$ cat src/fir_cfg_pkg.sv
////////////////////////////////////////////////////////////
// Datapath widths, tap counts and fixed-point shift
// constants for the complex FIR
////////////////////////////////////////////////////////////

package fir_cfg_pkg;

  // Rail widths
  localparam int SAMPLE_W    = 24;
  localparam int COEF_W      = 27;
  localparam int PREADD_W    = 25;
  localparam int PROD_W      = 52;
  localparam int ACC_W       = 38;
  localparam int OUT_W       = 32;

  // Filter geometry
  localparam int NUM_TAPS    = 29;
  localparam int NUM_COEFS   = 15;
  localparam int NUM_MACS    = 5;
  localparam int NUM_PHASES  = 3;

  // Fixed-point alignment
  localparam int PROD_SHIFT  = 18;
  localparam int OUT_SHIFT   = 5;

  // Storage sizes
  localparam int FIFO_DEPTH  = 4;
  localparam int COEF_ADDR_W = 4;

endpackage

$ cat src/fir_ctrl_pkg.sv
////////////////////////////////////////////////////////////
// Phase state encoding and controller timing constants
////////////////////////////////////////////////////////////

package fir_ctrl_pkg;

  typedef enum logic [1:0] {
    ST_IDLE = 2'd0,
    ST_PH0  = 2'd1,
    ST_PH1  = 2'd2,
    ST_PH2  = 2'd3
  } phase_e;

  // Tap select to phase sum at the accumulator
  localparam int PIPE_DELAY = 4;

endpackage

$ cat src/coef_bank.sv
////////////////////////////////////////////////////////////
// Fifteen-entry complex coefficient store
// Presents the five coefficients of the current phase
////////////////////////////////////////////////////////////

`timescale 1ns/1ps

module coef_bank
  import fir_cfg_pkg::*, fir_ctrl_pkg::*;
(
  input  logic                          clk,
  input  logic                          RST,
  input  logic                          wr_i,
  input  logic        [COEF_ADDR_W-1:0] addr_i,
  input  logic signed [COEF_W-1:0]      coef_i_i,
  input  logic signed [COEF_W-1:0]      coef_q_i,
  input  phase_e                        phase_i,
  output logic signed [COEF_W-1:0]      coef_sel_i_o [NUM_MACS],
  output logic signed [COEF_W-1:0]      coef_sel_q_o [NUM_MACS]
);

  logic signed [COEF_W-1:0] mem_i [NUM_COEFS];
  logic signed [COEF_W-1:0] mem_q [NUM_COEFS];
  logic [1:0]               grp;

  always_ff @(posedge clk or posedge RST)
  begin
    if (RST)
    begin
      for (int k = 0; k < NUM_COEFS; k++)
      begin
        mem_i[k] <= '0;
        mem_q[k] <= '0;
      end
    end
    else if (wr_i)
    begin
      mem_i[addr_i] <= coef_i_i;
      mem_q[addr_i] <= coef_q_i;
    end
  end

  assign grp = phase_i - 2'd1;

  always_comb
  begin
    for (int m = 0; m < NUM_MACS; m++)
    begin
      coef_sel_i_o[m] = '0;
      coef_sel_q_o[m] = '0;
      if (phase_i != ST_IDLE)
      begin
        coef_sel_i_o[m] = mem_i[grp*NUM_MACS + m];
        coef_sel_q_o[m] = mem_q[grp*NUM_MACS + m];
      end
    end
  end

  a_coef_addr_range: assert property (@(posedge clk) disable iff (RST)
    wr_i |-> (addr_i < NUM_COEFS));

endmodule

$ cat config.mk
export PLATFORM = sky130hd
export DESIGN_NAME = coef_bank
export DESIGN_NICKNAME = d
export VERILOG_FILES = /design/src/fir_cfg_pkg.sv /design/src/fir_ctrl_pkg.sv /design/src/coef_bank.sv
export SDC_FILE = /design/constraint.sdc
export NUM_CORES = 2
export LEC_CHECK = 0
export ABC_CLOCK_PERIOD_IN_PS = 31500
export CAP_MARGIN = 30
export CORE_MARGIN = 4
export CORE_UTILIZATION = 42
export CTS_BUF_LIST = sky130_fd_sc_hd__clkbuf_8 sky130_fd_sc_hd__clkbuf_16
export CTS_CLUSTER_DIAMETER = 30
export DETAILED_ROUTE_END_ITERATION = 10
export DONT_BUFFER_PORTS = 1
export PLACE_DENSITY = 0.54
export SYNTH_ARGS = -nofsm -noshare
export SYNTH_HDL_FRONTEND = slang
export SYNTH_SLANG_ARGS = --single-unit
export TNS_END_PERCENT = 30
$ cat constraint.sdc
create_clock -name clk -period 31.5 [get_ports clk]
set_input_delay 6.3 -clock clk [delete_from_list [all_inputs] [get_ports clk]]
set_output_delay 6.3 -clock clk [all_outputs]
set_load 0.05 [all_outputs]
# Word level (Yosys, flattened, before mapping)
# Index checks and enable logic that the tools add are counted.
# totals
in_bits,63
wordCells,95
register_bits,810
output_inout_bits,270
# classes
n_mul,1
bitwise,6
n_addsub,5
magnitude_cmp,7
n_mux,44
n_reduce_logical,2
# ops
cell,n
$bmux W27 S4,10
$mux W27,31
$bwmux W405,2
$ge A33 B5 Y1 const B,5
$demux W27 S4,1
$not A6 Y33,3
$not A32 Y33,1
$not A5 Y33,1
$add A5 B2 Y6 const B,2
$add A5 B1 Y6 const B,1
$add A5 B3 Y6 const B,1
$ge A5 B5 Y1 const B,1
$lt A5 B1 Y1 const B,1
$mul A2 B3 Y5 const B,1
$not A4 Y5,1
$reduce_bool A2 Y1,1
$sub A2 B1 Y2 const B,1
$logic_and A1 B1 Y1,1

# Longest topological paths before layout
# depth
depth_word,8
mapped_depth,13
ltp_nobuf,6

# Worst setup path after synthesis
# Ideal clock, no wire load.
# synth_path
path_type,input -> output
startpoint,in phase_i[0]
endpoint,out coef_sel_i_o[102] (netlist bit)
setup_slack_ps,15579
arrival_ps,9621
required_time_ps,25200
stages,11
n_path_buf,6
cell_sequence,buf_2 -> buf_4 -> clkinv_1 -> clkbuf_1 -> ha_1 -> buf_4 -> buf_4 -> buf_4 -> mux4_2 -> o22ai_1 -> nor4_1
# synth_lines
item,line_no,text
from (decl),coef_bank.sv:17,"input phase_e phase_i,"
to (decl),coef_bank.sv:18,"output logic signed [COEF_W-1:0] coef_sel_i_o [NUM_MACS],"

==> impl_results.md <==
- Sequential area share after synthesis: 43.8%
- GRT Util Overall: 27.1%
- Commonest cells in the netlist: mux2_2, dfrtp_1, mux4_2
- Final min period: 19.75 ns
- DRC Markers: 0
- Mapped Area: 46300 um^2
- YS warnings: 0
- Number of I/O port buffers: 0
- DP Wirelength: 90.8 mm
- Die Height: 340 um
- Top-count cell post-synth: mux2_2
- Die width: 340 um
- Post-synth net total: 3545
- Skew final: 0 ns
- Worst VDD drop: 45.2 uV
- Post-synthesis async set-or-reset flop share: 100%
- Clock Pin Slew Worst Setup and Hold Paths: 0.04 ns
- Area grow syn2layout: 21.5%
- Area of the core: 109000 um^2
- Startpoint types: primary input
- Synthesis-stage register bit count: 810
- CP max FO: 601
- CP Data Arrival Time: 13.45 ns
- Fillers: 9135
- DR vias: 32900
- Power Dens Cells: 88.1 nW/um^2
- P_leak: 0.0234 uW
- Ys flop type: dfrtp_1
- Design area: 56300 um^2
- Final Setup Violations: 0
- Max Clk Rate: 50.6 MHz
- CTS max path bufs: 3
- Die area: 116000 um^2
- CP endpoint kind: output port
- Clock latency on the worst-skew pair: 0.78 ns
- Total Routed Length: 158 mm
- Slew headroom: -65.8%
- Hold Violations, Final: 0
- Core Util, Final: 51.6%
- Max_cap viols: 0
- Syn_area_per_cell: 13.3 um^2
- Placed cell count: 4764
- Status: finished with violations
- Area leader, netlist: dfrtp_1
- CTS sink cnt: 810
- Nets: 3568
- Antenna viol nets, final: 0
- Pre-antenna DRT Iters: 6
- WS Path Type: primary input to output port
- Final GP Congestion: 0.833
- Worst path required time: 25.20 ns
- Largest net degree at the start of global routing: 602
- Proportion of layout cells with a drive suffix above 1: 50.9%
- Initial Utilization: 42.4%
- Crit share post-route: 62.7%
- Initial antenna violation count: 1
- Initial DRC count: 2724
- CTS resizes: 0
- Synth area leaders: dfrtp_1, mux2_2, mux4_2
- Setup Buffers After CTS: 0
- Reg2reg setup slack: 30.64 ns
- Gr ovfl total: 0
- TritonCTS Buffers: 205
- Failing checks: max-slew violations
- DR WL/cell: 30.7 um
- CTS Root Buffer Type: clkbuf_16
- Final Worst Setup Slack: 11.75 ns
- CTS tree: yes
- Vias in the first global route: 34300
- CTS HTree Levels: 4
- Post-Place Cell Area: 48600 um^2
- Distinct cell type count after synthesis: 43
- Antenna diodes: 0
- Multi-input combinational cell area: 24900 um^2
- Layout Cells excl Fill: 5159
- Routed vias/inst: 6.38
- TNS Setup: 0 ns
- Number of hold buffers added after cts: 0
- Sequential cell area: 20300 um^2
- Top-area cell type share of the netlist area: 43.8%
- Site Rows: 121
- EDFF count, synth: 0
- Final Max Slew Viols: 246
- Class of the worst hold path: flop to flop
- Worst-Margin Slew: 2.49 ns
- Number of I/O pins: 333
- Dpl ws: 13.03 ns
- RSZ-0062 raised after global routing: false
- Post-Syn Instances: 3479
- Global-route wire length before repair: 237 mm
[report_power, final]
part	leakage, uW	switching (uW)	internal (uW)	total [uW]
clock network	0.00379	669	1580	2250
logic	0.00966	648	538	1190
registers	0.00993	235	1290	1520
total	0.0234	1550	3410	4960
[through the flow]
stage          hold slack (ns)  total power (uW)
6_report                 0.499              4960
5_1_grt                  0.509              5150
4_1_cts                  0.502              4980
3_5_place_dp             0.492              2710
3_3_place_gp             0.486              2640
2_1_floorplan            0.475              2400
[critical path, cell delays in order]
cell and delay (ns):
inv_2 1.21, ha_4 0.58, buf_4 0.62, buf_4 0.70
buf_4 0.83, buf_4 0.75, mux4_2 0.36, nor2_1 0.05
o31ai_2 0.88
[sequential cells by signal, summed over array words and instances, names as in the netlist]
name   flops
mem_q    405
mem_i    405
[worst paths after layout]
check	endpoint	startpoint	cells after the start
max	coef_sel_i_o[82]	phase_i[0]	9
min	mem_i[94]	mem_i[94]	1
max reg2reg	mem_i[119]	mem_i[119]	1
min reg2reg	mem_i[94]	mem_i[94]	1
max in group asynchronous	mem_q[118]	RST	6
min in group asynchronous	mem_q[73]	RST	1
[cells in the final DEF, fill, tap and decap left out, drive strengths merged, types with 2 or more instances in the layout]
cell,n
mux4,343
mux2i,141
a311oi,2
o211ai,59
a21oi,96
o21a,10
a221o,3
nand2,96
a221oi,62
clkinv,54
a31oi,30
nand3,31
nand2b,3
a311o,2
buf,184
nor2,245
o211a,10
o22ai,4
dfrtp,810
clkbuf,250
ha,3
or3,3
bufinv,36
a22oi,46
mux2,869
clkinvlp,17
o21ai,66
a211oi,32
nor2b,58
nand3b,4
nor3,3
inv,37
o31ai,54
a22o,13
nor4,2
[per-layer routing]
metal / vias up / wire length, um / GRT usage [%]
li1: 13400 / - / -
met3: 342 / 14100 / 8.53
met2: 1486 / 73500 / 42.0
met1: 17600 / 65400 / 35.8
met4: 0 / 5480 / 10.1
met5: - / 0 / 0
[cell type report]
cell class | count | share of cell area, %
inverters | 6 | 0.0645
flip-flops and latches | 810 | 36.0
well taps | 1476 | 3.28
clock inverters | 138 | 3.21
multi-input cells | 2295 | 44.2
repair buffers | 184 | 3.01
clock buffers | 250 | 10.2
[cells by family after synthesis]
group	count (synthesis)	share of synthesized area (%)
multiplexers	1353	40.9
flip-flops	810	43.8
AO/OA/AOI/OAI	490	7.27
AND/OR/NAND/NOR	448	4.18
buffers and inverters	374	3.83
adder cells (fa/ha/maj)	3	0.0811
XOR/XNOR	1	0.0189
No activity file was read; power rests on OpenSTA's default activity.
