==> src/fir_ctrl_pkg.sv <==
////////////////////////////////////////////////////////////
// Phase state encoding and controller timing constants
////////////////////////////////////////////////////////////

package fir_ctrl_pkg;

  typedef enum logic [1:0] {
    ST_IDLE = 2'd0,
    ST_PH0  = 2'd1,
    ST_PH1  = 2'd2,
    ST_PH2  = 2'd3
  } phase_e;

  // Tap select to phase sum at the accumulator
  localparam int PIPE_DELAY = 4;

endpackage

==> src/filter_ctrl.sv <==
////////////////////////////////////////////////////////////
// Phase FSM with FIFO pop, accumulator load and
// output strobe timing
////////////////////////////////////////////////////////////

`timescale 1ns/1ps

module filter_ctrl
  import fir_ctrl_pkg::*;
(
  input  logic   clk,
  input  logic   RST,
  input  logic   fifo_empty_i,
  output logic   pop_o,
  output phase_e phase_o,
  output logic   acc_load_o,
  output logic   push_out_o
);

  phase_e                state_q;
  phase_e                state_d;
  logic [PIPE_DELAY-1:0] first_pipe;
  logic [PIPE_DELAY:0]   last_pipe;

  always_comb
  begin
    state_d = state_q;
    case (state_q)
      ST_IDLE: if (!fifo_empty_i) state_d = ST_PH0;
      ST_PH0:  state_d = ST_PH1;
      ST_PH1:  state_d = ST_PH2;
      ST_PH2:  state_d = ST_IDLE;
      default: state_d = ST_IDLE;
    endcase
  end

  // Sample enters the delay line on the pop edge
  assign pop_o   = (state_q == ST_IDLE) && !fifo_empty_i;
  assign phase_o = state_q;

  always_ff @(posedge clk or posedge RST)
  begin
    if (RST)
    begin
      state_q    <= ST_IDLE;
      first_pipe <= '0;
      last_pipe  <= '0;
    end
    else
    begin
      state_q    <= state_d;
      first_pipe <= {first_pipe[PIPE_DELAY-2:0], state_q == ST_PH0};
      last_pipe  <= {last_pipe[PIPE_DELAY-1:0], state_q == ST_PH2};
    end
  end

  // Load lines up with the first phase sum, push with the final value
  assign acc_load_o = first_pipe[PIPE_DELAY-1];
  assign push_out_o = last_pipe[PIPE_DELAY];

  a_push_single: assert property (@(posedge clk) disable iff (RST)
    push_out_o |=> !push_out_o);

endmodule

==> config.mk <==
export PLATFORM = sky130hd
export DESIGN_NAME = filter_ctrl
export DESIGN_NICKNAME = d
export VERILOG_FILES = /design/src/fir_ctrl_pkg.sv /design/src/filter_ctrl.sv
export SDC_FILE = /design/constraint.sdc
export NUM_CORES = 1
export LEC_CHECK = 0
export BUFFER_PORTS_ARGS = -buffer_cell sky130_fd_sc_hd__buf_2
export CORE_AREA = 2 2 39 41
export DETAILED_ROUTE_END_ITERATION = 16
export DIE_AREA = 0 0 41 43
export GPL_TIMING_DRIVEN = 0
export MAX_ROUTING_LAYER = met4
export SYNTH_ARGS = -nofsm -noshare
export SYNTH_HDL_FRONTEND = slang
export SYNTH_SLANG_ARGS = --single-unit
==> constraint.sdc <==
create_clock -name clk -period 1.5 [get_ports clk]
set_input_delay 0.45 -clock clk [delete_from_list [all_inputs] [get_ports clk]]
set_output_delay 0.45 -clock clk [all_outputs]
set_load 0.02 [all_outputs]
Word level (Yosys, flattened, before mapping) --
Cells that the tools add are included. W data, S select, Z words.
Storage, ports and cells: logic and storage cells 12, bits in registers 11, memories 0, latch bits 0, memory bits (read-only) 0, bits in writable memories 0
Cells by class: add/sub/neg operators 0, multiply operators 0, bitwise logic cells 0, div/mod/pow operators 0, reduce and logical (&&, ||, !) cells 3, mux-type cells 2, equal/unequal tests 4, $lt $le $gt $ge 0, shift operators 0
Operators by type and width (number):
- $pmux W2 S4 | 1
- $eq A2 B2 Y1 const B | 2
- $eq A2 B1 Y1 const B | 1
- $logic_not A2 Y1 | 1
- $mux W2 | 1
- $ne A2 B2 Y1 const B | 1
- $logic_and A1 B1 Y1 | 1
- $logic_not A1 Y1 | 1

Logic depth before layout (Yosys ltp) --
Gate-level depths: netlist of the first run.
depth after elaboration 2, mapped depth 4, mapped depth without buffers 4

Worst setup path before layout of the first run --
No wires, ideal clock.
path type register to output, start register state_q[0], in the netlist phase_o[0], end output port pop_o, stages on the path, launching flop included 4, arrival 1053 ps, setup slack -3 ps, buffers on the path 0, path through dfrtp_1 > inv_1 > ha_1 > and2b_2
On the way: longest elaborated chain between the ends 2
RTL lines:
- start, declared | RTL line filter_ctrl.sv:20 | phase_e state_q;
- start signal, assigned | RTL line filter_ctrl.sv:51 | state_q <= state_d;
- $logic_not A2 Y1 | RTL line filter_ctrl.sv:38 | assign pop_o = (state_q == ST_IDLE) && !fifo_empty_i;
- $logic_and A1 B1 Y1 | RTL line filter_ctrl.sv:38
- end, declared | RTL line filter_ctrl.sv:14 | output logic pop_o,
Every way passes these cells.

Worst setup path in the final report of the first run --
start register state_q[1], in the netlist phase_o[1], end output port pop_o
The elaborated chain is that of the path after synthesis.

==> results.cfg, run 1 <==
[cells_and_area]
fillCellCount = 129
layout_commonest_cell = dfrtp_1
most_used_cells_in_the_layout_excluding_fill_and_tap_cells = dfrtp_1 (10), buf_6 (6), buf_4 (6)
synthToLayoutAreaGrowth_pct = 49.0
finalNetCount = 53
antenna_cells = 0
post_route_cells_drive_above_1_share_pct = 59.1

[cts]
hold_buffers = 0
htree_num_levels = 1
clockRootBuffer = clkbuf_4
cts.clk_slew.worst_paths_ps = 70
tritoncts.num_buffers = 3
max-clock-path-buffers = 2
clock_tree_from_tritoncts = yes
clock_latency_ps = 260
cts_sinks = 11

[critical_path]
critPathKind = reg -> out
timing.critical_path.required_ps = 1050
critical_path_arrival_ps = 1150
regToRegStartpoint = phase_o[1]$_DFFE_PP0P_
end_kind = primary output
path_max_fanout = 2
critPathLaunch = phase_o[1]$_DFFE_PP0P_
critPathLaunchType = register

[synth]
post_synthesis_cell_type_count = 8
yosys_warns = 0
post_synth_top_area_cell = dfrtp_1
synthTopCellsByArea = dfrtp_1 (70%), ha_1 (16%), mux2_4 (3.8%)
synthesis.area_sq_um = 393
synthesis.nets = 32
fraction_of_post_synthesis_cell_area_in_the_top_cell_type_by_area_pct = 70.1
seq_area_frac_synth_pct = 70.1
yosys_register_bits = 11
netlist_instances = 24
mean_area_per_synthesized_cell_sq_um = 16.4

[timing]
maxClockFrequency_mhz = 624
timing.final.setup_violations = 2
setup_tns_ps = -183
worstMarginPinSlew_ps = 397
setup_repair_after_global_routing_missed_its_margin = yes
hold-worst-slack_ps = 159
final.period_utilization_pct = 107
final-hold-violation-count = 0
finalWorstSetupSlack_ps = -102
timing.final.crit_period_ps = 1600
fin_skew_ps = 2.72
timing.final.max_slew_violations = 0
slew_headroom_pct = 73.5

[global_routing]
grt_pass1_vias = 295
grt_usage_pct = 10.5
antenna_found_initial = 0
grt_start_max_net_pins = 12
globalRoute.totalOverflow = 0
grt_pass1_wl_microns = 1110

[floorplan]
vert_die_dim_microns = 43
floorplan.initialDensity_pct = 28.4
die_w_microns = 41
floorplan.io_pins = 8
cell_row_count = 14
core-area_sq_um = 1380
die_area_sq_um = 1760

[routing]
detailed_routed_wire_length_on_met3_microns = 53
ant_nets = 0
detail_route.drc_violations = 0
route.top_layer_used = met4
total_via_count_after_detailed_routing = 242
initialDrtViolationCount = 0
wirelength_microns = 745
route.detailed.vias_per_inst = 4.03
drtPass1Iterations = 1
route.layer.met1.wl_microns = 266
met2_routed_wl_microns = 407
average_detailed_routed_wire_length_per_instance_microns = 12.4

[outcome]
run_status = finished with violations
violations = setup timing

[power]
power.share.combinational_pct = 49.1
worst_ir_drop_vdd_v = 0.00105
overall_power_w = 0.00137
seq_power_share_pct = 36.7
power.switching_fraction_pct = 32.5
power-per-cell-area_nw_per_um2 = 2330
power.internal_w = 0.000922
power.clock.fraction_pct = 14.2
sw_power_w = 0.000443
leakagePower_nw = 0.317

[min_path]
holdCritPathClass = in -> async

[placed_design]
post-dp-hpwl_microns = 429
gp_congestion = 0.544
place.port_buffers = 7

[job]
max-cap-violations = 0
-- registers in the layout (all words and copies together), names as in the netlist --
register / flops
phase_o: 2
last_pipe: 5
first_pipe: 4
-- repair_timing --
| item | 4_1_cts | 5_1_grt |
|---|---|---|
| gates resized for setup | 9 | 4 |
| pin swaps | 1 | 1 |
| setup buffers | 6 | 3 |
| setup endpoints to repair | 1 | 2 |
| gates cloned | 0 | 0 |
-- per-layer routing --
metal	GRT usage (%)	vias up
li1	-	113
met1	9.25	117
met2	16.9	10
met3	3.14	2
met4	8.67	0
met5	-	-
-- synthesized netlist by cell type, drive strengths merged --
library cell  number
inv                3
nor2               1
and2b              1
mux2i              1
nand2              1
ha                 5
mux2               1
dfrtp             11
-- power groups by stage --
stage | Sequential (W) | Combinational (W) | Clock [W]
detailed placement | 0.000523 | 0.000345 | 0
floorplan | 0.000572 | 0.000169 | 0
CTS | 0.000506 | 0.000559 | 0.000199
global route | 0.000518 | 0.000728 | 0.000212
global placement | 0.000509 | 0.000323 | 0
finish | 0.000501 | 0.000671 | 0.000194
-- kinds of logic (layout without fill, tap and decap cells) --
logic type / after synthesis / count (layout) / share of synthesized area [%]
adder cells (fa/ha/maj): 5 / 5 / 15.9
AND/OR/NAND/NOR: 3 / 3 / 4.78
multiplexers: 2 / 2 / 6.37
flip-flops: 11 / 11 / 70.1
buffers and inverters: 3 / 23 / 2.87
-- critical path, cell delays in order (launching register included) --
cell and delay (ps):
dfrtp_1 370, inv_2 60, ha_4 150, and2b_2 190, buf_6 130
-- stage by stage --
step / std cells / worst slack (ps) / util [%] / area, sq um
5_1_grt: 60 / -147 / 42.3 / 586
6_report: 60 / -102 / 42.3 / 586
2_1_floorplan: 24 / 15.2 / - / 394
4_1_cts: 57 / -112 / 39.7 / 549
3_5_place_dp: 47 / 5.08 / 32.5 / 449
3_3_place_gp: 47 / 29.1 / 32.5 / 449
-- path summary, 6_finish.rpt --
| check | end | cells after the start | slack (ps) |
|---|---|---|---|
| worst min register to register | first_pipe[2]$_DFF_PP0_ | 0 | 350 |
| worst max-delay path | pop_o | 4 | -100 |
| worst min-delay path | first_pipe[2]$_DFF_PP0_ | 2 | 160 |
| min in group clk | first_pipe[2]$_DFF_PP0_ | 0 | 350 |
| worst max register to register | phase_o[1]$_DFFE_PP0P_ | 5 | 280 |
| max in group asynchronous | phase_o[0]$_DFFE_PP0P_ | 2 | 1040 |
-- area by class of cell --
cell class                      count  area [sq um]  area share [%]
Sequential cell                    11           277            47.2
Inverter                            3          11.3            1.92
Multi-Input combinational cell     10           119            20.3
Tap cell                           16          20.0            3.42
Timing Repair Buffer               16           133            22.6
Clock buffer                        4          26.3            4.49
Power figures use the tool's default switching activity.
==> inputs of run 2 (changes only) <==
==> constraint.sdc (replaced) <==
create_clock -name clk -period 1.6 [get_ports clk]
set_input_delay 0.48 -clock clk [delete_from_list [all_inputs] [get_ports clk]]
set_output_delay 0.48 -clock clk [all_outputs]
set_load 0.02 [all_outputs]
==> run 2 against run 1 <==
Against the previous run: the flow still finishes with violations (setup timing); flip-flop and latch count unchanged; first-iteration DRC count increased by 2; highest routed layer is now met3; via count decreased by 9.1%; critical endpoint unchanged.
==> results.cfg, run 2 (synthesized netlist as in run 1, its figures left out) <==
[outcome]
run_status = finished with violations
violations = setup timing

[cells_and_area]
largest_register = last_pipe
most_used_cells_in_the_layout_excluding_fill_and_tap_cells = dfrtp_1 (11), buf_2 (6), ha_1 (4), buf_4 (4), clkbuf_4 (3)
final_cell_count_no_fill = 55
post_route_cells_drive_above_1_share_pct = 51.3
synthToLayoutAreaGrowth_pct = 33.1
final_design_area_no_fill_sq_um = 523
seqCellArea_sq_um = 275
fillCellCount = 138
multi_input_logic_area_sq_um = 119
layout_commonest_cell = dfrtp_1
antenna_cells = 0
largest_register_ffs = 5
finalNetCount = 48

[cts]
cts_sinks = 11
max-clock-path-buffers = 2
clockRootBuffer = clkbuf_4
clock_tree_from_tritoncts = yes
cts.clk_slew.worst_paths_ps = 70
clock_latency_ps = 260
htree_num_levels = 1
tritoncts.num_buffers = 3

[timing]
timing.final.setup_violations = 1
setup_tns_ps = -59.0
timing.final.crit_period_ps = 1660
finalWorstSetupSlack_ps = -59.0
final.period_utilization_pct = 104
worstMarginPinSlew_ps = 394
slew_headroom_pct = 73.7
maxClockFrequency_mhz = 603
fin_skew_ps = 3.45
setup_repair_after_global_routing_missed_its_margin = yes
timing.final.max_slew_violations = 0
final-hold-violation-count = 0

[routing]
detail_route.drc_violations = 0
drtPass1Iterations = 2
wirelength_microns = 617
initialDrtViolationCount = 2
average_detailed_routed_wire_length_per_instance_microns = 11.2
route.detailed.vias_per_inst = 4.00
ant_nets = 0
total_via_count_after_detailed_routing = 220

[critical_path]
critical_path_arrival_ps = 1180
path_max_fanout = 2
critPathKind = reg -> out
critPathLaunchType = register
timing.critical_path.required_ps = 1120
end_kind = primary output

[floorplan]
floorplan.io_pins = 8
die_w_microns = 41
floorplan.initialDensity_pct = 28.4
die_area_sq_um = 1760
cell_row_count = 14
vert_die_dim_microns = 43
core-area_sq_um = 1380

[placed_design]
dpl_cell_area_sq_um = 448
numPlacedInstances = 47
post-dp-hpwl_microns = 404
gp_congestion = 0.547
place_ws_ps = 62.1
place.port_buffers = 7

[power]
power.clock.fraction_pct = 16.4
power.share.combinational_pct = 41.3
overall_power_w = 0.00110
power-per-cell-area_nw_per_um2 = 2100
power.switching_fraction_pct = 33.4
worst_ir_drop_vdd_v = 0.000814
leakagePower_nw = 0.286
seq_power_share_pct = 42.4
power.internal_w = 0.000731
sw_power_w = 0.000367

[global_routing]
grt_pass1_wl_microns = 1060
grt_usage_pct = 10.5
antenna_found_initial = 0
grt_pass1_vias = 246
globalRoute.totalOverflow = 0
grt_start_max_net_pins = 12

[job]
max-cap-violations = 0

[min_path]
holdCritPathClass = in -> async
==> run 2: cell types whose count changed in the layout (fill, tap and decap cells not counted) <==
cell     change
buf_4        -2
dfrtp_2      -1
buf_6        -5
dfrtp_1      +1
buf_2        +2
==> run 2: cell type report <==
type	count	area share, %
Inverter	3	2.15
Timing Repair Buffer	11	13.6
Multi-Input combinational cell	10	22.7
Tap cell	16	3.83
Clock buffer	4	5.02
Sequential cell	11	52.6
==> run 2: path summary, 6_finish.rpt <==
check                           depth (start not counted)  slack (ps)              startpoint                      end
worst max register to register                          4         490  phase_o[1]$_DFFE_PP0P_   phase_o[1]$_DFFE_PP0P_
max in group asynchronous                               2        1130                     RST   last_pipe[2]$_DFF_PP0_
min in group clk                                        0         350  last_pipe[1]$_DFF_PP0_   last_pipe[2]$_DFF_PP0_
worst min-delay path                                    2         190                     RST  first_pipe[0]$_DFF_PP0_
worst max-delay path                                    4         -60  phase_o[1]$_DFFE_PP0P_                    pop_o
worst min register to register                          0         350  last_pipe[1]$_DFF_PP0_   last_pipe[2]$_DFF_PP0_
==> run 2: layer usage <==
metal	track usage (%)	part of all wire [%]	up-vias	routed length, microns
li1	-	-	102	-
met1	9.56	36	107	224
met2	15.9	52	11	323
met3	9.42	11	0	69
met4	2.00	0	0	0
met5	-	0	-	0
==> run 2: timing repair <==
action,in CTS,in global routing
setup endpoints to repair,1,1
resized for setup,6,0
gates cloned,0,0
pin swaps,0,1
hold buffers,0,0
setup buffers,4,0
==> run 2: through the flow <==
step / hold slack, ps / util [%]
2_1_floorplan: 331 / -
3_3_place_gp: 337 / 32.4
3_5_place_dp: 337 / 32.4
4_1_cts: 196 / 37.8
5_1_grt: 205 / 37.8
6_report: 187 / 37.8
==> run 2: worst max-delay path, cell delays in order (launching register included) <==
cell	delay, ps
dfrtp_1	380
inv_2	70
ha_4	160
and2b_2	190
buf_6	130
==> run 2: power by group through the flow <==
stage | Clock (W) | Sequential, W | Combinational [W]
floorplan | 0 | 0.000534 | 0.000159
global placement | 0 | 0.000475 | 0.000303
detailed placement | 0 | 0.000486 | 0.000317
CTS | 0.000190 | 0.000470 | 0.000455
global route | 0.000212 | 0.000483 | 0.000503
finish | 0.000180 | 0.000465 | 0.000453
