File: src/fir_cfg_pkg.sv
////////////////////////////////////////////////////////////
// Datapath widths, tap counts and fixed-point shift
// constants for the complex FIR
////////////////////////////////////////////////////////////

package fir_cfg_pkg;

  // Rail widths
  localparam int SAMPLE_W    = 24;
  localparam int COEF_W      = 27;
  localparam int PREADD_W    = 25;
  localparam int PROD_W      = 52;
  localparam int ACC_W       = 38;
  localparam int OUT_W       = 32;

  // Filter geometry
  localparam int NUM_TAPS    = 29;
  localparam int NUM_COEFS   = 15;
  localparam int NUM_MACS    = 5;
  localparam int NUM_PHASES  = 3;

  // Fixed-point alignment
  localparam int PROD_SHIFT  = 18;
  localparam int OUT_SHIFT   = 5;

  // Storage sizes
  localparam int FIFO_DEPTH  = 4;
  localparam int COEF_ADDR_W = 4;

endpackage

File: src/phase_accumulator.sv
////////////////////////////////////////////////////////////
// Three-phase accumulation and output rounding
////////////////////////////////////////////////////////////

`timescale 1ns/1ps

module phase_accumulator
  import fir_cfg_pkg::*;
(
  input  logic                    clk,
  input  logic                    RST,
  input  logic                    load_i,
  input  logic signed [ACC_W-1:0] sum_i_i,
  input  logic signed [ACC_W-1:0] sum_q_i,
  output logic        [OUT_W-1:0] fi_o,
  output logic        [OUT_W-1:0] fq_o
);

  logic signed [ACC_W-1:0] acc_i;
  logic signed [ACC_W-1:0] acc_q;
  logic signed [ACC_W-1:0] rnd_i;
  logic signed [ACC_W-1:0] rnd_q;

  // First phase sum restarts the accumulation
  always_ff @(posedge clk or posedge RST)
  begin
    if (RST)
    begin
      acc_i <= '0;
      acc_q <= '0;
    end
    else if (load_i)
    begin
      acc_i <= sum_i_i;
      acc_q <= sum_q_i;
    end
    else
    begin
      acc_i <= acc_i + sum_i_i;
      acc_q <= acc_q + sum_q_i;
    end
  end

  // Add half an LSB, then floor
  assign rnd_i = acc_i + (ACC_W'(1) << (OUT_SHIFT - 1));
  assign rnd_q = acc_q + (ACC_W'(1) << (OUT_SHIFT - 1));

  assign fi_o = OUT_W'(rnd_i >>> OUT_SHIFT);
  assign fq_o = OUT_W'(rnd_q >>> OUT_SHIFT);

endmodule

File: config.mk
export PLATFORM = sky130hd
export DESIGN_NAME = phase_accumulator
export DESIGN_NICKNAME = d
export VERILOG_FILES = /design/src/fir_cfg_pkg.sv /design/src/phase_accumulator.sv
export SDC_FILE = /design/constraint.sdc
export NUM_CORES = 1
export LEC_CHECK = 0
export BUFFER_PORTS_ARGS = -buffer_cell sky130_fd_sc_hd__buf_2
export CORE_UTILIZATION = 56
export DETAILED_ROUTE_END_ITERATION = 8
export GPL_TIMING_DRIVEN = 0
export PLACE_DENSITY = 0.88
export REMOVE_ABC_BUFFERS = 1
export SYNTH_ARGS = -nofsm -noshare
export SYNTH_HDL_FRONTEND = slang
export SYNTH_SLANG_ARGS = --single-unit
File: constraint.sdc
create_clock -name clk -period 4.84 [get_ports clk]
set_input_delay 0.726 -clock clk [delete_from_list [all_inputs] [get_ports clk]]
set_output_delay 0.726 -clock clk [all_outputs]
set_load 0.01 [all_outputs]
== Word-level counts from Yosys, hierarchy flattened ==
Index checks and enable logic that the tools add are counted.
Word-level totals
  register bits: 76
  RAM bits: 0
  memory bits (read-only): 0
  memories: 0
  bits of input ports: 79
  logic and storage cells: 8
  bits in latches: 0
Operators by class
  divide/modulo/power cells: 0
  reduce and logical (&&, ||, !) cells: 0
  bitwise operators: 0
  shift operators: 0
  multipliers: 0
  add/subtract/negate cells: 4
  mux-type cells: 2
  $lt $le $gt $ge: 0
  equal/unequal tests: 0
Operators with widths (count)
  $add A38 B38 Y38: 2
  $mux W38: 2
  $add A37 B6 Y37 const B: 2

== Depth between registers and ports, before layout ==
Gate-level depths: netlist (run 1).
  depth in word-level cells: 2
  depth in mapped cells: 11
  mapped depth without buffers: 11

== Least setup slack after synthesis (run 1) ==
OpenSTA, ideal clock, no wires.
  path type: input to register
  start: in sum_q_i[0]
  end: reg acc_q[30]
  required time: 4.703 ns
  path slack: 1.763 ns
  arrival time: 2.940 ns
  stages on the path: 11
  path buffers: 0
  path through: ha_1 -> fa_1 -> a21oi_1 -> o21a_1 -> o21ai_1 -> a21bo_2 -> a31oi_1 -> nor3_1 -> o22a_1 -> a2111oi_0 -> nor3_1
Between the ends
  cells in the longest elaborated chain, start to end: 2
Ends and longest elaborated chain
  start: declaration: line phase_accumulator.sv:14  | input logic signed [ACC_W-1:0] sum_q_i,
  $add A38 B38 Y38: line phase_accumulator.sv:40  | acc_q <= acc_q + sum_q_i;
  $mux W38: line phase_accumulator.sv:32  | else if (load_i)
  end signal: assignment: line phase_accumulator.sv:35  | acc_q <= sum_q_i;
  end signal: assignment: line phase_accumulator.sv:40
  end: declaration: line phase_accumulator.sv:20  | logic signed [ACC_W-1:0] acc_q;
Every way passes these cells.

== Final worst setup path (run 1) ==
  start: reg acc_i[4]
  end: out fi_o[29]
Between the ends
  cells in the longest elaborated chain, start to end: 1
Ends and longest elaborated chain
  start: declaration: line phase_accumulator.sv:19  | logic signed [ACC_W-1:0] acc_i;
  start signal: assignment: line phase_accumulator.sv:34  | acc_i <= sum_i_i;
  start signal: assignment: line phase_accumulator.sv:39  | acc_i <= acc_i + sum_i_i;
  $add A37 B6 Y37: line phase_accumulator.sv:45  | assign rnd_i = acc_i + (ACC_W'(1) << (OUT_SHIFT - 1));
  end: declaration: line phase_accumulator.sv:15  | output logic [OUT_W-1:0] fi_o,
Every way passes these cells.

==> flow_summary_export.csv, run 1 <==
group,metric,value,unit
status,status,"finished, final reports clean",
synthesis,synth_top_area_share,23.7,%
worst_setup_path,worstSetupEndpointType,"primary output",
detailed_routing,drtIter0Drc,649,
detailed_routing,detail_route.first_pass.iterations,5,
floorplanning,start_util,58.2,%
worst_setup_path,r2r-start,"acc_q[0]",
cts,cts_made_buffers,9,
synthesis,synth_ff_type,"dfrtp_1",
synthesis,synth-warning-count,0,
finish,area_growth,13.9,%
finish,multiInputGateArea,5660,um2
finish,seq_area,1850,um2
worst_setup_path,start_kind,"flip-flop",
cts,cts_tree,"yes",
finish,drive_gt1_share,16.9,%
floorplanning,die_h,120,um
synthesis,synth_edf_count,0,
synthesis,syn-instance-count,970,
cts,cts_setup_buffers,0,
floorplanning,coreArea,13500,um2
global_routing,grt-busiest-layer,"met2",
timing,slew_violations,0,
global_routing,grt.total_usage,28.3,%
synthesis,synth_compound_area_share,25.2,%
global_routing,grt_pass1_wl,33100,um
worst_setup_path,reg2reg_to,"acc_q[30]",
synthesis,synth_seq_cells,74,
synthesis,synth_top_family_by_area,"compound AO/OA/AOI/OAI gates",
synthesis,yosys.area_share.simple,19.9,%
synthesis,synthDistinctLibCells,74,
detailed_routing,drcViolationCount,0,
cts,ctsResizeCount,0,
flow_run,maxCapViolations,0,
synthesis,ys_seq_area_share,23.7,%
synthesis,yosysTopAreaCell,"dfrtp_1",
timing,worst_pin_slew,680,ps
synthesis,syn-cell-area,7830,um2
worst_setup_path,critPathKind,"flip-flop to primary output",
worst_hold_path,hp-class,"input pin to asynchronous set/reset pin",
global_routing,gr-usage-met3,4.67,%
global_routing,grtUsageMet1,35.4,%
timing,grt_setup_unrepaired,"no",
timing,fin_ws,1140,ps
timing,final-setup-viol-count,0,
detailed_routing,vias,7521,
cts,cts_sinks,74,
timing,relSlewSlack,54.3,%
timing,period_share,76.4,%
worst_setup_path,required,4110,ps
global_routing,overflow,0,
detailed_routing,via_per_inst,5.96,
synthesis,synthMuxAreaShare,0.991,%
cts,hold_buffers,0,
finish,final_cells,1261,
power,p_leak,0.00413,uW
timing,hold_viol,0,
global_routing,grt_pass1_vias,7203,
finish,fin_nets,1233,
cts,clk_latency,350,ps
placement,hpwlAfterDp,15100,um
detailed_routing,wl_per_cell,15.7,um
floorplanning,die_w,120,um
timing,fin_crit,3700,ps
worst_setup_path,critical_path_arrival,2970,ps
placement,numPlacedInstances,1243,
floorplanning,die-area,14500,um2
synthesis,avgSynthCellArea,8.07,um2
synthesis,synthTopCellsByCount,"nand2_1, xnor2_1, dfrtp_1, ha_1, a21oi_1",
floorplanning,placementRows,42,
timing,finClkSkew,8.51,ps
worst_setup_path,r2r_slack,1590,ps
synthesis,synth_area_leaders,"dfrtp_1, ha_1, xnor2_1",
floorplanning,ios,143,
finish,fillers,1130,
synthesis,synth-xor-area-share,13.9,%
placement,gp_congestion,0.928,
cts,root_buffer,"clkbuf_16",
cts,cts_buffer_depth,2,
power,ir_worst_vdd,0.281,mV
global_routing,antenna_found_initial,2,
synthesis,synth_most_common_cell,"nand2_1",
global_routing,met2_usage,49.6,%
worst_setup_path,crit_path_max_fanout,5,
cts,clkTransAtPathRegs,60,ps
timing,finalSetupTns,0,ps
cts,h-tree-depth,3,
detailed_routing,wl,19800,um
power,p_per_area,632,nW/um2
placement,dp_slack,1170,ps
detailed_routing,postRouteAntennaNets,0,
timing,fmax,270,MHz
worst_setup_path,r2r_cells,11,
placement,io_buffers,140,
synthesis,async_flop_share,100,%
global_routing,grt_max_degree,79,
synthesis,synthAdderAreaFrac,12.3,%
## worst max path at each step
| stage | startpoint | end | slack [ps] |
|---|---|---|---|
| 2_1_floorplan | sum_q_i[0] | acc_q[30] | 1760 |
| 6_report | acc_i[4] | fi_o[29] | 1140 |
| 3_3_place_gp | load_i | acc_q[34] | 1070 |
| 3_5_place_dp | sum_q_i[0] | acc_q[30] | 1170 |
| 4_1_cts | acc_i[4] | fi_o[31] | 1140 |
| 5_1_grt | acc_i[4] | fi_o[29] | 920 |
## state kept, by name (all words and copies together) (netlist names)
signal	count
acc_i	37
acc_q	37
## power by group
part | internal [uW] | switching (uW)
Clock | 466 | 281
Combinational | 1610 | 2060
Sequential | 885 | 330
## layer usage
layer | vias up | part of all wire [%]
met5 | - | 0
met4 | 0 | 2.4
met3 | 40 | 5.1
met2 | 238 | 50
met1 | 3515 | 43
li1 | 3728 | -
## layout make-up
class	instances	share of cell area (%)
clock inverters	4	0.842
inverters	26	1.12
diodes	2	0.0562
multi-input cells	825	63.5
flip-flops and latches	74	20.8
clock buffers	12	2.77
well taps	176	2.47
repair buffers	142	8.51
## logic make-up (layout without fill, tap and decap cells)
| group | Yosys count | after routing |
|---|---|---|
| flops | 74 | 74 |
| compound gates | 299 | 299 |
| other cells | 0 | 2 |
| mux | 7 | 7 |
| buf+inv | 71 | 184 |
| simple gates | 319 | 319 |
| xor+xnor | 124 | 124 |
| fa+ha+maj | 76 | 76 |
## critical path, stage by stage (launching register included)
cell and delay (ps):
dfrtp_1 410, ha_1 270, and3_1 300, nand3_1 210
nor3_1 620, nand2_1 130, nor2_1 250, nand3_1 130
xnor2_1 140, buf_2 140
## stage by stage
stage                     instance area (um2)  total power (uW)  hold WS [ps]  util, %
after detailed placement                 8590              4810           585     63.8
after global placement                   8530              4720           572     63.4
after CTS                                8910              5600           359     66.2
after global routing                     8910              6100           373     66.2
final                                    8910              5630           346     66.2
after floorplan                          7600              3910           567        -
## layout by cell type, fill, tap and decap left out, drive strengths merged, types with 11 or more instances in the layout
master  count
and3       19
o21ai      92
xor2       33
nand2     130
nand3      38
o21bai     11
nor2       48
inv        26
buf       142
clkbuf     12
xnor2      91
a21o       46
dfrtp      74
a21oi      73
nand4      28
ha         74
Power figures use the tool's default switching activity.
==> run 2: changes to the inputs <==
Settings changed: ABC_AREA set to 1, PLACE_DENSITY 0.88 to 0.87.
Clock period 4.84 ns to 3.6 ns, I/O delays scaled along.
==> run 2 against run 1 <==
Critical path depth unchanged. Clock skew is 2.8 ps lower. Via count is 37% higher. Clock power grew 27%. Register-to-register slack got worse by 250 ps. Sequential cell count unchanged. First-iteration DRC count shrank 5.1%. Synthesized area increased by 19%. Non-clock buffer count rose by 1. Setup slack got worse by 400 ps. Combinational power increased by 5.4%. Critical endpoint is now fq_o[17]. Largest cell class unchanged. Highest routed layer unchanged.
==> flow_summary_export.csv, run 2 <==
group,metric,value,unit
global_routing,grt.total_usage,33.0,%
cts,root_buffer,"clkbuf_16",
worst_setup_path,critPathCapture,"fq_o[17]",
global_routing,grt_pass1_wl,43900,um
timing,hold_viol,0,
detailed_routing,detail_route.first_pass.iterations,5,
synthesis,synth_top_area_share,24.3,%
synthesis,yosysTopAreaCell,"nand2_1",
detailed_routing,vias,10300,
cts,cts_made_buffers,9,
finish,layout_commonest_cell,"nand2_1",
floorplanning,die_h,131,um
floorplanning,placementRows,46,
worst_setup_path,crit_path_max_fanout,5,
finish,biggestRegsByFlops,"acc_i (37), acc_q (37)",
synthesis,syn-cell-area,9330,um2
cts,clkTransAtPathRegs,60,ps
global_routing,overflow,0,
cts,cts_setup_buffers,0,
synthesis,synth_seq_cells,74,
synthesis,synth-warning-count,0,
detailed_routing,drtIter0Drc,616,
synthesis,synth_ff_type,"dfrtp_1",
global_routing,grt_pass1_vias,9463,
flow_run,maxCapViolations,0,
worst_setup_path,cp-startpoint,"acc_q[4]",
detailed_routing,drcViolationCount,0,
cts,h-tree-depth,3,
worst_hold_path,hp-class,"input pin to asynchronous set/reset pin",
worst_setup_path,critical_path_arrival,2310,ps
timing,fmax,351,MHz
power,p_per_area,590,nW/um2
cts,cts_sinks,74,
placement,dp_slack,1060,ps
synthesis,synthTopCellsByCount,"nand2_1, inv_1, nor2_1, nand3_1",
synthesis,async_flop_share,100,%
worst_setup_path,r2r-start,"acc_q[0]",
synthesis,syn-instance-count,1583,
synthesis,synth_edf_count,0,
worst_setup_path,r2r_cells,12,
worst_setup_path,r2r_slack,1340,ps
timing,period_share,79.2,%
worst_setup_path,worstSetupEndpointType,"primary output",
synthesis,avgSynthCellArea,5.89,um2
timing,relSlewSlack,63.3,%
worst_setup_path,critPathKind,"flip-flop to primary output",
power,p_leak,0.00600,uW
detailed_routing,wl,27200,um
finish,fin_nets,1876,
synthesis,ys_seq_area_share,19.9,%
floorplanning,coreArea,16100,um2
synthesis,synth_most_common_cell,"nand2_1",
finish,n_antenna_cell,0,
finish,final_util,66.0,%
timing,fin_ws,747,ps
global_routing,grt_max_degree,63,
detailed_routing,via_per_inst,5.32,
finish,area_growth,13.6,%
placement,io_buffers,140,
timing,fin_crit,2850,ps
placement,hpwlAfterDp,22100,um
worst_setup_path,required,3060,ps
synthesis,synthDistinctLibCells,35,
detailed_routing,postRouteAntennaNets,0,
floorplanning,die_w,131,um
cts,clk_latency,360,ps
floorplanning,die-area,17200,um2
global_routing,antenna_found_initial,0,
timing,worst_pin_slew,545,ps
finish,drive_gt1_share,11.8,%
detailed_routing,wl_per_cell,14.0,um
power,ir_worst_vdd,0.305,mV
cts,cts_tree,"yes",
timing,final-setup-viol-count,0,
timing,fin_hold_ws,98.7,ps
finish,mostFrequentLayoutCells,"nand2_1, inv_1, nor2_1, buf_2, nand3_1",
worst_setup_path,start_kind,"flip-flop",
floorplanning,ios,143,
synthesis,synth_area_leaders,"nand2_1, dfrtp_1, ha_1",
cts,hold_buffers,0,
timing,slew_violations,0,
placement,gp_congestion,0.982,
timing,finClkSkew,5.73,ps
worst_setup_path,reg2reg_to,"acc_q[32]",
cts,cts_buffer_depth,2,
cts,ctsResizeCount,0,
timing,grt_setup_unrepaired,"no",
status,status,"finished, final reports clean",
floorplanning,start_util,58.1,%
[run 2: changes by cell type after synthesis, sizes merged, moves of 18 or more]
cell	previous run	this run
a21o	46	0
and3	19	1
buf	25	3
inv	26	217
nand2	130	611
nand3	38	118
nor2	48	166
nor3	10	36
o21ai	92	54
xnor2	91	41
[run 2: worst min path at each step]
stage               depth (start not counted)        to
global placement                            3  acc_i[0]
CTS                                         2  acc_i[0]
finish                                      2  acc_i[0]
floorplan                                   3  acc_i[0]
detailed placement                          2  acc_i[0]
global route                                2  acc_i[0]
[run 2: report_power, final]
part / internal, uW / total [uW] / switching [uW]
clock network: 551 / 947 / 396
logic: 1430 / 3870 / 2440
registers: 1070 / 1430 / 362
[run 2: layout make-up]
class                           count  area, um2
Timing Repair Buffer              143        771
Clock buffer                       12        246
Fill cell                        1550       5460
Inverter                          217        817
Clock inverter                      3       40.0
Multi-Input combinational cell   1276       6600
Tap cell                          216        270
Sequential cell                    74       1850
[run 2: logic make-up after synthesis]
family | share of synthesized area, %
AOI/OAI and AO/OA | 7.58
xor gates and xnor gates | 7.69
adders and majority gates | 10.4
buffers and inverters | 9.39
DFF | 19.9
and+or+nand+nor | 45.1
[run 2: per-layer routing]
layer | share of wire [%] | up-vias | track usage [%] | routed length [um]
met5 | 0 | - | 0 | 0
met1 | 42 | 4617 | 39.7 | 11500
met4 | 3.7 | 0 | 16.6 | 1020
met2 | 48 | 358 | 57.1 | 13100
li1 | - | 5280 | - | -
met3 | 6.1 | 76 | 5.01 | 1660
[run 2: critical path, cell delays in order, from the launching register on]
cell and delay, ps:
dfrtp_1 400, ha_1 210, inv_1 80, nor2_4 160, nand2_4 100, nor2_2 160
and3_1 230, nand4_1 110, xnor2_1 300, buf_2 190
[run 2: stage by stage]
step                cells  power [uW]  instance area, um2  TNS [ps]
finish               1941        6250               10600         0
global route         1941        6820               10600         0
CTS                  1941        6190               10600         0
detailed placement   1926        5230               10300         0
global placement     1923        5130               10200    -19140
floorplan            1567        4160                9260         0
